`config.mk`:
```
export PLATFORM = sky130hd
export DESIGN_NAME = debug_unit
export DESIGN_NICKNAME = d
export VERILOG_FILES = /design/src/rtl/uart_pkg.sv /design/src/rtl/debug_pkg.sv /design/src/rtl/uart_receiver.sv /design/src/rtl/uart_transmitter.sv /design/src/rtl/debug_controller.sv /design/src/rtl/debug_unit.sv
export VERILOG_INCLUDE_DIRS = /design/src /design/src/rtl
export SDC_FILE = /design/constraint.sdc
export NUM_CORES = 1
export LEC_CHECK = 0
export BUFFER_PORTS_ARGS = -buffer_cell sky130_fd_sc_hd__buf_2
export CAP_MARGIN = 10
export CORE_MARGIN = 2
export CORE_UTILIZATION = 40
export DETAILED_ROUTE_END_ITERATION = 6
export GPL_ROUTABILITY_DRIVEN = 0
export PLACE_DENSITY_LB_ADDON = 0.15
export SLEW_MARGIN = 25
export SYNTH_ARGS = -nofsm -noshare
export SYNTH_HDL_FRONTEND = slang
export SYNTH_HIERARCHICAL = 1
export SYNTH_SLANG_ARGS = --single-unit
```
`constraint.sdc`:
```
create_clock -name clk -period 5.7 [get_ports clk]
set_clock_uncertainty 0.15 [all_clocks]
set_input_delay 0.57 -clock clk [delete_from_list [all_inputs] [get_ports clk]]
set_output_delay 0.57 -clock clk [all_outputs]
set_load 0.02 [all_outputs]
```
`src/rtl/debug_params.svh`:
```
`ifndef DEBUG_PARAMS_SVH
`define DEBUG_PARAMS_SVH

// width of pc, instruction and write-back words
`define DBG_DATA_WIDTH 32

// clk cycles per serial bit at 100 MHz and 115200 baud
`define DBG_CLKS_PER_BIT 868

// data bits per serial frame
`define DBG_UART_BITS 8

// bytes per data word
`define DBG_WORD_BYTES (`DBG_DATA_WIDTH / 8)

// opcode byte plus pc, instruction and result
`define DBG_SNAPSHOT_BYTES (3 * `DBG_WORD_BYTES + 1)

`endif

```
`src/rtl/uart_pkg.sv`:
```
`include "debug_params.svh"

package uart_pkg;

    // one serial payload
    typedef logic [`DBG_UART_BITS-1:0] uart_byte_t;

    // receiver states
    typedef enum logic [1:0] {
        RX_IDLE,    // waiting for a falling edge
        RX_START,   // checking the start bit at mid-bit
        RX_DATA,    // sampling data bits
        RX_STOP     // waiting for mid stop bit
    } rx_state_e;

    // transmitter states
    typedef enum logic {
        TX_IDLE,    // line held high
        TX_SEND     // frame on the line
    } tx_state_e;

endpackage

```
`src/rtl/debug_pkg.sv`:
```
`include "debug_params.svh"

package debug_pkg;

    // protocol opcodes
    typedef enum logic [7:0] {
        OP_SIGNAL = 8'h01,  // snapshot follows, to host
        OP_OK     = 8'h02,  // ping answer, to host
        OP_PING   = 8'h03,
        OP_PAUSE  = 8'h04,
        OP_RESUME = 8'h05,  // followed by 4 breakpoint bytes
        OP_NEXT   = 8'h06   // single step
    } dbg_op_e;

    // receive side of the controller
    typedef enum logic [1:0] {
        CMD_OPCODE,         // waiting for an opcode
        CMD_BREAKPOINT,     // collecting breakpoint bytes
        CMD_STEP            // core released for this cycle
    } cmd_state_e;

    // transmit side of the controller
    typedef enum logic [1:0] {
        RESP_IDLE,
        RESP_SNAPSHOT,      // streaming snapshot bytes
        RESP_PING           // sending ok
    } resp_state_e;

    // signals observed on the core
    typedef struct packed {
        logic [`DBG_DATA_WIDTH-1:0] pc;
        logic [`DBG_DATA_WIDTH-1:0] pc_next;
        logic [`DBG_DATA_WIDTH-1:0] instruction;
        logic [`DBG_DATA_WIDTH-1:0] wb_result;
    } core_probe_t;

endpackage

```
`src/rtl/uart_receiver.sv`:
```
`timescale 1ns/1ns
`include "debug_params.svh"

module uart_receiver import uart_pkg::*; (
    input  logic       clk,
    input  logic       rst_n,
    input  logic       rx,
    output uart_byte_t rx_byte,
    output logic       rx_valid
);

    localparam int CLKS      = `DBG_CLKS_PER_BIT;
    localparam int UART_BITS = `DBG_UART_BITS;
    localparam int CNT_W     = $clog2(CLKS);
    localparam int BIT_W     = $clog2(UART_BITS);

    localparam logic [CNT_W-1:0] FULL_LAST = CNT_W'(CLKS - 1);
    localparam logic [CNT_W-1:0] HALF_LAST = CNT_W'(CLKS / 2 - 1);
    localparam logic [BIT_W-1:0] BIT_LAST  = BIT_W'(UART_BITS - 1);

    logic             rx_meta;
    logic             rx_sync;
    logic             rx_prev;
    rx_state_e        state;
    logic [CNT_W-1:0] cnt;
    logic [BIT_W-1:0] bit_idx;
    uart_byte_t       shift;

    // two-flop synchronizer plus one stage for edge detection
    always_ff @(posedge clk or negedge rst_n) begin
        if (!rst_n) begin
            rx_meta <= 1'b1;                        // line idles high
            rx_sync <= 1'b1;
            rx_prev <= 1'b1;
        end else begin
            rx_meta <= rx;
            rx_sync <= rx_meta;
            rx_prev <= rx_sync;
        end
    end

    always_ff @(posedge clk or negedge rst_n) begin
        if (!rst_n) begin
            state    <= RX_IDLE;
            cnt      <= '0;
            bit_idx  <= '0;
            rx_valid <= 1'b0;
        end else begin
            rx_valid <= 1'b0;
            case (state)
                RX_IDLE: begin
                    cnt     <= '0;
                    bit_idx <= '0;
                    if (rx_prev && !rx_sync) begin
                        state <= RX_START;          // falling edge
                    end
                end
                RX_START: begin
                    if (cnt == HALF_LAST) begin
                        cnt   <= '0;
                        state <= rx_sync ? RX_IDLE : RX_DATA;   // high means a glitch
                    end else begin
                        cnt <= cnt + 1'b1;
                    end
                end
                RX_DATA: begin
                    if (cnt == FULL_LAST) begin
                        cnt <= '0;
                        if (bit_idx == BIT_LAST) begin
                            state <= RX_STOP;
                        end else begin
                            bit_idx <= bit_idx + 1'b1;
                        end
                    end else begin
                        cnt <= cnt + 1'b1;
                    end
                end
                RX_STOP: begin
                    if (cnt == FULL_LAST) begin
                        cnt      <= '0;
                        state    <= RX_IDLE;
                        rx_valid <= rx_sync;        // drop frames with a bad stop bit
                    end else begin
                        cnt <= cnt + 1'b1;
                    end
                end
                default: state <= RX_IDLE;
            endcase
        end
    end

    always_ff @(posedge clk) begin
        if (state == RX_DATA && cnt == FULL_LAST) begin
            shift <= {rx_sync, shift[UART_BITS-1:1]};   // lsb arrives first
        end
        if (state == RX_STOP && cnt == FULL_LAST && rx_sync) begin
            rx_byte <= shift;                       // held until the next frame
        end
    end

endmodule

```
`src/rtl/uart_transmitter.sv`:
```
`timescale 1ns/1ns
`include "debug_params.svh"

module uart_transmitter import uart_pkg::*; (
    input  logic       clk,
    input  logic       rst_n,
    input  uart_byte_t tx_byte,
    input  logic       tx_start,
    output logic       tx,
    output logic       tx_busy,
    output logic       tx_done
);

    localparam int CLKS       = `DBG_CLKS_PER_BIT;
    localparam int UART_BITS  = `DBG_UART_BITS;
    localparam int FRAME_BITS = UART_BITS + 2;
    localparam int CNT_W      = $clog2(CLKS);
    localparam int IDX_W      = $clog2(FRAME_BITS);

    localparam logic [CNT_W-1:0] FULL_LAST = CNT_W'(CLKS - 1);
    localparam logic [IDX_W-1:0] IDX_LAST  = IDX_W'(FRAME_BITS - 1);

    tx_state_e        state;
    logic [CNT_W-1:0] cnt;
    logic [IDX_W-1:0] bit_idx;
    logic [UART_BITS:0] shreg;                      // data and stop bit, start bit driven directly

    always_ff @(posedge clk or negedge rst_n) begin
        if (!rst_n) begin
            state   <= TX_IDLE;
            cnt     <= '0;
            bit_idx <= '0;
            tx      <= 1'b1;
            tx_done <= 1'b0;
        end else begin
            tx_done <= 1'b0;
            case (state)
                TX_IDLE: begin
                    tx <= 1'b1;
                    if (tx_start) begin
                        state   <= TX_SEND;
                        cnt     <= '0;
                        bit_idx <= '0;
                        tx      <= 1'b0;            // start bit
                    end
                end
                TX_SEND: begin
                    if (cnt == FULL_LAST) begin
                        cnt <= '0;
                        if (bit_idx == IDX_LAST) begin
                            state   <= TX_IDLE;     // end of stop bit
                            tx      <= 1'b1;
                            tx_done <= 1'b1;
                        end else begin
                            bit_idx <= bit_idx + 1'b1;
                            tx      <= shreg[0];
                        end
                    end else begin
                        cnt <= cnt + 1'b1;
                    end
                end
                default: state <= TX_IDLE;
            endcase
        end
    end

    always_ff @(posedge clk) begin
        if (state == TX_IDLE && tx_start) begin
            shreg <= {1'b1, tx_byte};
        end else if (state == TX_SEND && cnt == FULL_LAST) begin
            shreg <= {1'b1, shreg[UART_BITS:1]};
        end
    end

    assign tx_busy = (state == TX_SEND);

endmodule

```
`src/rtl/debug_controller.sv`:
```
`timescale 1ns/1ns
`include "debug_params.svh"

module debug_controller import uart_pkg::*, debug_pkg::*; (
    input  logic        clk,
    input  logic        rst_n,
    input  uart_byte_t  rx_byte,
    input  logic        rx_valid,
    input  core_probe_t probe,
    input  logic        tx_busy,
    input  logic        tx_done,
    output uart_byte_t  tx_byte,
    output logic        tx_start,
    output logic        debug_pause
);

    localparam int DATA_W     = `DBG_DATA_WIDTH;
    localparam int BYTE_W     = `DBG_UART_BITS;
    localparam int WORD_BYTES = `DBG_WORD_BYTES;
    localparam int SNAP_BYTES = `DBG_SNAPSHOT_BYTES;
    localparam int BUF_W      = DATA_W - BYTE_W;
    localparam int SNAP_W     = (SNAP_BYTES - 1) * BYTE_W;
    localparam int BP_IDX_W   = $clog2(WORD_BYTES);
    localparam int SNAP_CNT_W = $clog2(SNAP_BYTES);

    localparam logic [BP_IDX_W-1:0]   BP_LAST   = BP_IDX_W'(WORD_BYTES - 1);
    localparam logic [SNAP_CNT_W-1:0] SNAP_LAST = SNAP_CNT_W'(SNAP_BYTES - 1);

    cmd_state_e              cmd_state;
    resp_state_e             resp_state;
    logic [DATA_W-1:0]       breakpoint;
    logic [BUF_W-1:0]        bp_buf;            // lower breakpoint bytes so far
    logic [BP_IDX_W-1:0]     bp_idx;
    logic [SNAP_W-1:0]       snap_data;         // pc, instruction, result still to send
    logic [SNAP_CNT_W-1:0]   snap_cnt;
    logic                    stop_pending;      // core stopped while a response was going out

    logic opcode_ready;
    logic cmd_ping;
    logic cmd_pause;
    logic resp_free;
    logic pause_go;
    logic bp_hit;
    logic step_end;
    logic core_stop;
    logic snap_go;
    logic ok_go;
    logic next_go;

    assign opcode_ready = rx_valid && (cmd_state == CMD_OPCODE);
    assign cmd_ping     = opcode_ready && (rx_byte == uart_byte_t'(OP_PING));
    assign cmd_pause    = opcode_ready && (rx_byte == uart_byte_t'(OP_PAUSE));
    assign resp_free    = (resp_state == RESP_IDLE) && !tx_busy;
    assign pause_go     = cmd_pause && resp_free;   // ignored while answering
    assign bp_hit       = !debug_pause && (probe.pc_next == breakpoint);
    assign step_end     = (cmd_state == CMD_STEP);
    assign core_stop    = bp_hit || step_end;

    assign snap_go = resp_free && (core_stop || stop_pending || pause_go);
    assign ok_go   = resp_free && cmd_ping && !snap_go;
    assign next_go = (resp_state == RESP_SNAPSHOT) && tx_done && (snap_cnt != SNAP_LAST);

    // command side
    always_ff @(posedge clk or negedge rst_n) begin
        if (!rst_n) begin
            cmd_state   <= CMD_OPCODE;
            breakpoint  <= '0;
            bp_idx      <= '0;
            debug_pause <= 1'b1;                    // core starts paused
        end else begin
            case (cmd_state)
                CMD_OPCODE: begin
                    if (rx_valid) begin
                        case (rx_byte)
                            OP_RESUME: begin
                                debug_pause <= 1'b1;
                                bp_idx      <= '0;
                                cmd_state   <= CMD_BREAKPOINT;
                            end
                            OP_NEXT: begin
                                debug_pause <= 1'b0;    // released for one cycle
                                cmd_state   <= CMD_STEP;
                            end
                            default: cmd_state <= CMD_OPCODE;
                        endcase
                    end
                end
                CMD_BREAKPOINT: begin
                    if (rx_valid) begin
                        if (bp_idx == BP_LAST) begin
                            breakpoint  <= {rx_byte, bp_buf};
                            debug_pause <= 1'b0;    // run until pc_next hits
                            cmd_state   <= CMD_OPCODE;
                        end else begin
                            bp_idx <= bp_idx + 1'b1;
                        end
                    end
                end
                CMD_STEP:  cmd_state <= CMD_OPCODE;
                default:   cmd_state <= CMD_OPCODE;
            endcase
            if (pause_go || core_stop) begin
                debug_pause <= 1'b1;
            end
        end
    end

    always_ff @(posedge clk) begin
        if (cmd_state == CMD_BREAKPOINT && rx_valid) begin
            bp_buf <= {rx_byte, bp_buf[BUF_W-1:BYTE_W]};    // lsb first
        end
    end

    // response side
    always_ff @(posedge clk or negedge rst_n) begin
        if (!rst_n) begin
            resp_state   <= RESP_IDLE;
            snap_cnt     <= '0;
            stop_pending <= 1'b0;
            tx_start     <= 1'b0;
        end else begin
            tx_start <= snap_go || ok_go || next_go;
            if (snap_go) begin
                stop_pending <= 1'b0;
            end else if (core_stop) begin
                stop_pending <= 1'b1;
            end
            case (resp_state)
                RESP_IDLE: begin
                    if (snap_go) begin
                        resp_state <= RESP_SNAPSHOT;
                        snap_cnt   <= '0;
                    end else if (ok_go) begin
                        resp_state <= RESP_PING;
                    end
                end
                RESP_SNAPSHOT: begin
                    if (tx_done) begin
                        if (snap_cnt == SNAP_LAST) begin
                            resp_state <= RESP_IDLE;
                        end else begin
                            snap_cnt <= snap_cnt + 1'b1;
                        end
                    end
                end
                RESP_PING: begin
                    if (tx_done) begin
                        resp_state <= RESP_IDLE;
                    end
                end
                default: resp_state <= RESP_IDLE;
            endcase
        end
    end

    always_ff @(posedge clk) begin
        if (snap_go) begin
            snap_data <= {probe.wb_result, probe.instruction, probe.pc};
            tx_byte   <= uart_byte_t'(OP_SIGNAL);
        end else if (ok_go) begin
            tx_byte <= uart_byte_t'(OP_OK);
        end else if (next_go) begin
            tx_byte   <= snap_data[BYTE_W-1:0];
            snap_data <= snap_data >> BYTE_W;
        end
    end

endmodule

```
`src/rtl/debug_unit.sv`:
```
`timescale 1ns/1ns

module debug_unit import uart_pkg::*, debug_pkg::*; (
    input  logic        clk,
    input  logic        rst_n,
    input  logic        uart_rx,
    input  core_probe_t probe,
    output logic        uart_tx,
    output logic        debug_pause     // to the hazard unit
);

    uart_byte_t rx_byte;
    logic       rx_valid;
    uart_byte_t tx_byte;
    logic       tx_start;
    logic       tx_busy;
    logic       tx_done;

    uart_receiver rx_i (
        .clk      (clk),
        .rst_n    (rst_n),
        .rx       (uart_rx),
        .rx_byte  (rx_byte),
        .rx_valid (rx_valid)
    );

    uart_transmitter tx_i (
        .clk      (clk),
        .rst_n    (rst_n),
        .tx_byte  (tx_byte),
        .tx_start (tx_start),
        .tx       (uart_tx),
        .tx_busy  (tx_busy),
        .tx_done  (tx_done)
    );

    debug_controller ctrl_i (
        .clk         (clk),
        .rst_n       (rst_n),
        .rx_byte     (rx_byte),
        .rx_valid    (rx_valid),
        .probe       (probe),
        .tx_busy     (tx_busy),
        .tx_done     (tx_done),
        .tx_byte     (tx_byte),
        .tx_start    (tx_start),
        .debug_pause (debug_pause)
    );

endmodule

```
==> results.json, run 1 <==
{
  "status": "complete, no violations",
  "startpoint_type": "flop",
  "utilization_pct": 48.7,
  "synth_ff_type": "edfxtp_1",
  "drtIter0Drc": 330,
  "worstPathMaxFanout": 44,
  "synth-seq-area-share_pct": 63.6,
  "die_w_um": 164,
  "crit_start": "ctrl_i/breakpoint[12]",
  "min_from": "probe[125]",
  "cts_tree": "built",
  "htree_num_levels": 1,
  "grt_pass1_wl_um": 32300,
  "wl_um": 19700,
  "synth-seq-cells": 233,
  "clock-sinks": 233,
  "crit_type": "reg2reg",
  "final_common_cell": "edfxtp_1",
  "worst_slew_pin_slew_ns": 0.793,
  "ant_nets": 0,
  "syn_to_final_growth_pct": 19.7,
  "hold_viol": 0,
  "die_h_um": 164,
  "layout_common_cells": "144 x edfxtp_1, 131 x buf_2, 114 x mux2_2, 76 x dfrtp_1, 34 x xor2_1",
  "clockBufferDepth": 3,
  "layout-drive-gt1-share_pct": 40.0,
  "start_util_pct": 40.7,
  "syn_area_sq_mm": 0.0103,
  "maxSlewViolCount": 0,
  "slew_headroom_pct": 46.9,
  "hpwl_um": 13500,
  "yosys_warnings": 6,
  "synth_fp_nets": 829,
  "fin_crit_sh_pct": 59.9,
  "r2r-start": "ctrl_i/breakpoint[12]",
  "route.vias.total": 6092,
  "vias_per_cell": 5.13,
  "synth_edf_count": 144,
  "p_per_area_mw_per_mm2": 308,
  "drc": 0,
  "core-area_sq_mm": 0.0252,
  "cts_resized": 0,
  "crit_path_end_kind": "flop",
  "grt_pass1_vias": 6460,
  "async_flop_share_pct": 34.8,
  "overflow": 0,
  "cp.arrival_ns": 3.43,
  "vdd_drop_max_uv": 206,
  "top_level_ports": 133,
  "cp.required_ns": 5.72,
  "synth_cell_types": 68,
  "avgSynthCellArea_sq_um": 14.9,
  "finalSetupTns_ns": 0,
  "fmax_mhz": 293,
  "ctsRootBufferMaster": "clkbuf_16",
  "path_clk_slew_ns": 0.06,
  "track_usage_pct": 14.9,
  "setup_viol": 0,
  "hp-class": "in2reg",
  "period_needed_ns": 3.41,
  "drt_first_pass_iters": 4,
  "port_buffers": 132,
  "die_area_sq_mm": 0.0269,
  "rows": 58,
  "antenna_found_initial": 2,
  "max_cap_violations": 0,
  "synthCells": 688,
  "nNetsFinal": 978,
  "grt_max_degree": 45,
  "cts_buffers": 26,
  "rsz0062_at_grt": "no",
  "leakagePower_nw": 4.65,
  "wl_per_cell_um": 16.6,
  "clock_latency_ns": 0.52
}
[flip-flops by register name, indices dropped and copies added (netlist names), 2 cells and up, named ones only]
signal	cells
tx_i/bit_idx	4
rx_i/cnt	10
rx_i/bit_idx	3
ctrl_i/bp_idx	2
ctrl_i/tx_byte	8
ctrl_i/cmd_state	2
tx_i/shreg	8
ctrl_i/breakpoint	32
rx_i/rx_byte	8
tx_i/cnt	10
rx_i/shift	8
ctrl_i/resp_state	2
ctrl_i/bp_buf	24
ctrl_i/snap_data	96
ctrl_i/snap_cnt	4
[where the power goes]
group / internal (mW) / leakage [nW] / switching (mW)
clock network: 1.13 / 0.466 / 0.670
logic: 0.0689 / 2.09 / 0.0725
registers: 1.80 / 2.09 / 0.0359
total: 3.00 / 4.65 / 0.779
[synth_stat cells, drive strengths merged (6+ instances only)]
| cell | number | area (sq um) |
|---|---|---|
| a22oi | 7 | 52.6 |
| and3 | 9 | 56.3 |
| nand2b | 6 | 37.5 |
| o22ai | 6 | 37.5 |
| mux2 | 135 | 1600 |
| o31ai | 8 | 101 |
| dfxtp | 8 | 160 |
| nor2 | 26 | 100 |
| a21oi | 10 | 50.1 |
| nor4 | 13 | 103 |
| dfrtp | 76 | 1900 |
| nand2 | 31 | 116 |
| xor2 | 34 | 298 |
| a31oi | 6 | 37.5 |
| nor3 | 8 | 40.0 |
| inv | 19 | 71.3 |
| ha | 10 | 125 |
| o21ai | 16 | 87.6 |
| nand3 | 16 | 85.1 |
| buf | 14 | 98.8 |
| clkbuf | 8 | 30.0 |
| edfxtp | 144 | 4320 |
[logic make-up (layout without fill, tap and decap cells)]
logic type      after synthesis  count (layout)  share of synthesized area (%)
mux                         138             138                           15.9
xor+xnor                     37              37                           3.16
flops                       233             233                           63.6
other cells                   0               1                              0
simple gates                150             150                           8.54
compound gates               78              78                           5.66
fa+ha+maj                    10              10                           1.22
buf+inv                      42             211                           1.99
[worst paths after layout]
kind	endpoint	slack, ns	cells past startpoint
worst min-delay path	ctrl_i/snap_data[29]	0.20	2
worst min register to register	rx_i/rx_sync	0.21	0
min in group asynchronous	ctrl_i/breakpoint[14]	0.42	2
worst max register to register	ctrl_i/snap_data[42]	2.29	7
max in group asynchronous	rx_i/rx_sync	4.00	3
worst max-delay path	ctrl_i/snap_data[42]	2.29	7
[through the flow]
stage | power (mW) | setup slack [ns] | hold WS, ns | area [sq um] | std cells
after floorplan | 1.93 | 1.66 | 0.124 | 10300 | 688
after global placement | 2.01 | 2.16 | 0.199 | 11300 | 1136
after detailed placement | 2.01 | 2.07 | 0.199 | 11300 | 1136
after CTS | 3.84 | 2.29 | 0.172 | 12200 | 1186
after global routing | 3.93 | 2.13 | 0.179 | 12300 | 1188
final | 3.78 | 2.29 | 0.199 | 12300 | 1188
[layer usage]
layer / wire (um) / share of wire, % / track usage [%] / up-vias
met1: 8150 / 41 / 18.3 / 2995
li1: - / - / - / 2903
met2: 9900 / 50 / 25.8 / 154
met5: 11 / 0.056 / 0 / -
met4: 442 / 2.2 / 4.39 / 2
met3: 1240 / 6.3 / 3.86 / 38
[cell type report]
type,count,area (sq um)
fillers,2211,12900
flip-flops and latches,233,6520
multi-input cells,413,3550
repair buffers,143,771
clock buffers,36,769
well taps,330,413
clock inverters,12,173
inverters,20,77.6
diodes,1,2.50
[critical path, stage by stage (launching register included)]
cell and delay, ns:
dfrtp_1 0.39, xor2_1 0.16, nor4_1 0.47, and4_1 0.34
nor3b_2 0.32, o21ai_0 0.26, inv_4 0.47, buf_4 0.46
[what timing repair did]
action,in CTS,in global routing
setup buffers,0,0
endpoints found under the hold margin,39,0
hold buffers,2,0
Power figures use the tool's default switching activity.
==> inputs of run 2 (changes only) <==
--- a/config.mk
+++ b/config.mk
@@ -6,6 +6,7 @@
 export SDC_FILE = /design/constraint.sdc
 export NUM_CORES = 1
 export LEC_CHECK = 0
+export ABC_AREA = 1
 export BUFFER_PORTS_ARGS = -buffer_cell sky130_fd_sc_hd__buf_2
 export CAP_MARGIN = 10
 export CORE_MARGIN = 2
==> constraint.sdc (replaced) <==
create_clock -name clk -period 3.1 [get_ports clk]
set_clock_uncertainty 0.15 [all_clocks]
set_input_delay 0.31 -clock clk [delete_from_list [all_inputs] [get_ports clk]]
set_output_delay 0.31 -clock clk [all_outputs]
set_load 0.02 [all_outputs]
==> results.json, run 2 <==
{
  "cts_resized": 0,
  "synth_ff_type": "edfxtp_1",
  "top_level_ports": 133,
  "clock_latency_ns": 0.52,
  "core-area_sq_mm": 0.0253,
  "p_per_area_mw_per_mm2": 515,
  "nNetsFinal": 1458,
  "hpwl_um": 13600,
  "seq_power_share_pct": 48.7,
  "die_area_sq_mm": 0.0272,
  "cp.arrival_ns": 2.58,
  "fin_crit_sh_pct": 81.9,
  "internal_power_mw": 5.40,
  "clockBufferDepth": 3,
  "rows": 58,
  "syn_area_sq_mm": 0.0104,
  "synth-seq-cells": 233,
  "synth_top_cells_by_area": "edfxtp_1 42%, dfrtp_1 18%, nand2_1 15%",
  "drtIter0Drc": 446,
  "startpoint_type": "flop",
  "clock-sinks": 233,
  "vdd_drop_max_uv": 400,
  "antenna_found_initial": 0,
  "rsz0062_at_grt": "no",
  "grt_pass1_wl_um": 36200,
  "synth_cell_types": 44,
  "post_cts_buffers": 0,
  "wl_per_cell_um": 13.0,
  "synth_fp_nets": 1215,
  "power_frac_clock_pct": 44.5,
  "grt_pass1_vias": 7751,
  "finalSetupTns_ns": 0,
  "final_cell_area_sq_mm": 0.0133,
  "die_h_um": 165,
  "hp-class": "in2reg",
  "max_cap_violations": 0,
  "crit_slowest_cell": "dfrtp_1",
  "hold_viol": 0,
  "grt_max_degree": 97,
  "ys_top_cells_by_count": "427 x nand2_1, 144 x edfxtp_1, 84 x nor2_1",
  "crit_chain": "inv_1, nor2_1, nand2_1, nor2_2, inv_1, nand2_4, buf_4",
  "leakagePower_nw": 5.62,
  "fillCellCount": 2285,
  "p_sw_share_pct": 21.3,
  "dpl-instance-area_sq_mm": 0.0115,
  "cts_buffers": 26,
  "drc": 0,
  "syn_to_final_growth_pct": 28.5,
  "route.vias.total": 7669,
  "cp.required_ns": 3.14,
  "status": "complete, no violations",
  "yosysTopAreaCell": "edfxtp_1",
  "layout-drive-gt1-share_pct": 18.5,
  "start_util_pct": 40.9,
  "regMostFlops": "ctrl_i/snap_data",
  "slowest_delay_ns": 0.36,
  "dp_cells": 1521,
  "total_power_mw": 6.86,
  "largest_reg_flops": 96,
  "maxSlewViolCount": 0,
  "die_w_um": 165,
  "synth_top_area_share_pct": 41.7,
  "worstPathMaxFanout": 22,
  "track_usage_pct": 16.4,
  "crit_path_end_kind": "flop",
  "path_clk_slew_ns": 0.06,
  "worst_slew_pin_slew_ns": 0.545,
  "critPathTopFamily": "simple AND/OR/NAND/NOR gates",
  "diodes": 0,
  "power.share.combinational_pct": 6.8,
  "setup_viol": 0,
  "avgSynthCellArea_sq_um": 9.66,
  "crit_buf_inv": 3,
  "final_common_cell": "nand2_1",
  "synth_edf_count": 144,
  "yosys_warnings": 6,
  "setup_slack_ns": 0.560,
  "cp_common_cell": "inv_1",
  "vias_per_cell": 4.60,
  "cts_tree": "built",
  "top_regs": "ctrl_i/snap_data: 96 flops, ctrl_i/breakpoint: 32 flops, ctrl_i/bp_buf: 24 flops",
  "stdcell_count": 1667,
  "synth-seq-area-share_pct": 62.8,
  "yosysMostFrequentCell": "nand2_1",
  "wl_um": 21700,
  "synthCells": 1074,
  "layout_common_cells": "426 x nand2_1, 144 x edfxtp_1, 131 x buf_2, 98 x dlygate4sd3_1, 84 x nor2_1",
  "ant_nets": 0,
  "slew_headroom_pct": 63.6,
  "period_needed_ns": 2.54,
  "overflow": 0,
  "p_sw_mw": 1.46,
  "dp_slack_ns": 0.565,
  "drt_first_pass_iters": 5,
  "crit_type": "reg2reg",
  "async_flop_share_pct": 34.8,
  "fmax_mhz": 394,
  "htree_num_levels": 1,
  "ctsRootBufferMaster": "clkbuf_16",
  "port_buffers": 132
}
## run 2: changes by cell type after synthesis, moves of 11 or more
cell,before,now
a21oi_1,10,31
inv_1,19,82
inv_2,0,11
mux2_2,114,13
mux2_4,20,0
nand2_1,31,427
nand3_1,15,40
nor2_1,25,84
xnor2_1,3,14
xor2_1,34,3
## run 2: worst register-to-register path: stages (launching register included)
cell	delay [ns]
dfrtp_1	0.36
inv_1	0.06
nor2_1	0.29
nand2_1	0.15
nor2_2	0.31
inv_1	0.29
nand2_4	0.26
buf_4	0.34
## run 2: worst paths after layout
path / from / to / slack, ns / cells past startpoint
setup / recovery: ctrl_i/resp_state[0] / ctrl_i/snap_data[32] / 0.56 / 7
hold / removal: probe[68] / ctrl_i/debug_pause / 0.18 / 6
setup reg to reg: ctrl_i/resp_state[0] / ctrl_i/snap_data[32] / 0.56 / 7
hold reg to reg: rx_i/rx_meta / rx_i/rx_sync / 0.21 / 0
max in group asynchronous: rst_n / rx_i/rx_sync / 2.21 / 3
min in group asynchronous: rst_n / ctrl_i/breakpoint[5] / 0.22 / 3
## run 2: cells by family (layout without fill, tap and decap cells)
kind of cell / after synthesis / after routing / share of synthesized area (%)
and+or+nand+nor: 612 / 612 / 24.8
DFF: 233 / 233 / 62.8
buffers and inverters: 122 / 385 / 4.90
AOI/OAI and AO/OA: 67 / 67 / 3.44
xor gates and xnor gates: 17 / 17 / 1.44
muxes: 13 / 13 / 1.41
adders and majority gates: 10 / 10 / 1.21
## run 2: per-stage QoR
step / util, % / hold slack [ns]
floorplan: - / -0.136
global placement: 45.4 / 0.195
detailed placement: 45.4 / 0.201
CTS: 52.6 / 0.180
global route: 52.6 / 0.203
finish: 52.6 / 0.181
## run 2: routing by layer
layer / wire [um] / GRT usage [%] / vias to the layer above
met5: 0 / 0 / -
met2: 10700 / 28.4 / 141
met3: 926 / 2.71 / 38
met1: 9590 / 21.2 / 3530
met4: 510 / 4.82 / 0
li1: - / - / 3960
## run 2: power by group through the flow
stage	sequential [mW]	combinational, mW	clock, mW
2_1_floorplan	3.39	0.212	0
3_5_place_dp	3.40	0.368	0
3_3_place_gp	3.40	0.368	0
5_1_grt	3.34	0.528	3.28
6_report	3.34	0.463	3.05
4_1_cts	3.34	0.464	3.15
## run 2: area by class of cell
cell class / count / area (sq um) / share of cell area, %
clock buffer: 38 / 767 / 5.75
tap: 330 / 413 / 3.10
inverter: 94 / 355 / 2.67
timing repair buffer: 243 / 1820 / 13.6
sequential: 233 / 6520 / 48.9
clock inverter: 10 / 95.1 / 0.713
multi-input combinational: 719 / 3360 / 25.2
## run 2: what timing repair did
item,4_1_cts,5_1_grt
hold buffers,98,0
endpoints found under the hold margin,173,0
endpoints found under the setup margin,0,0
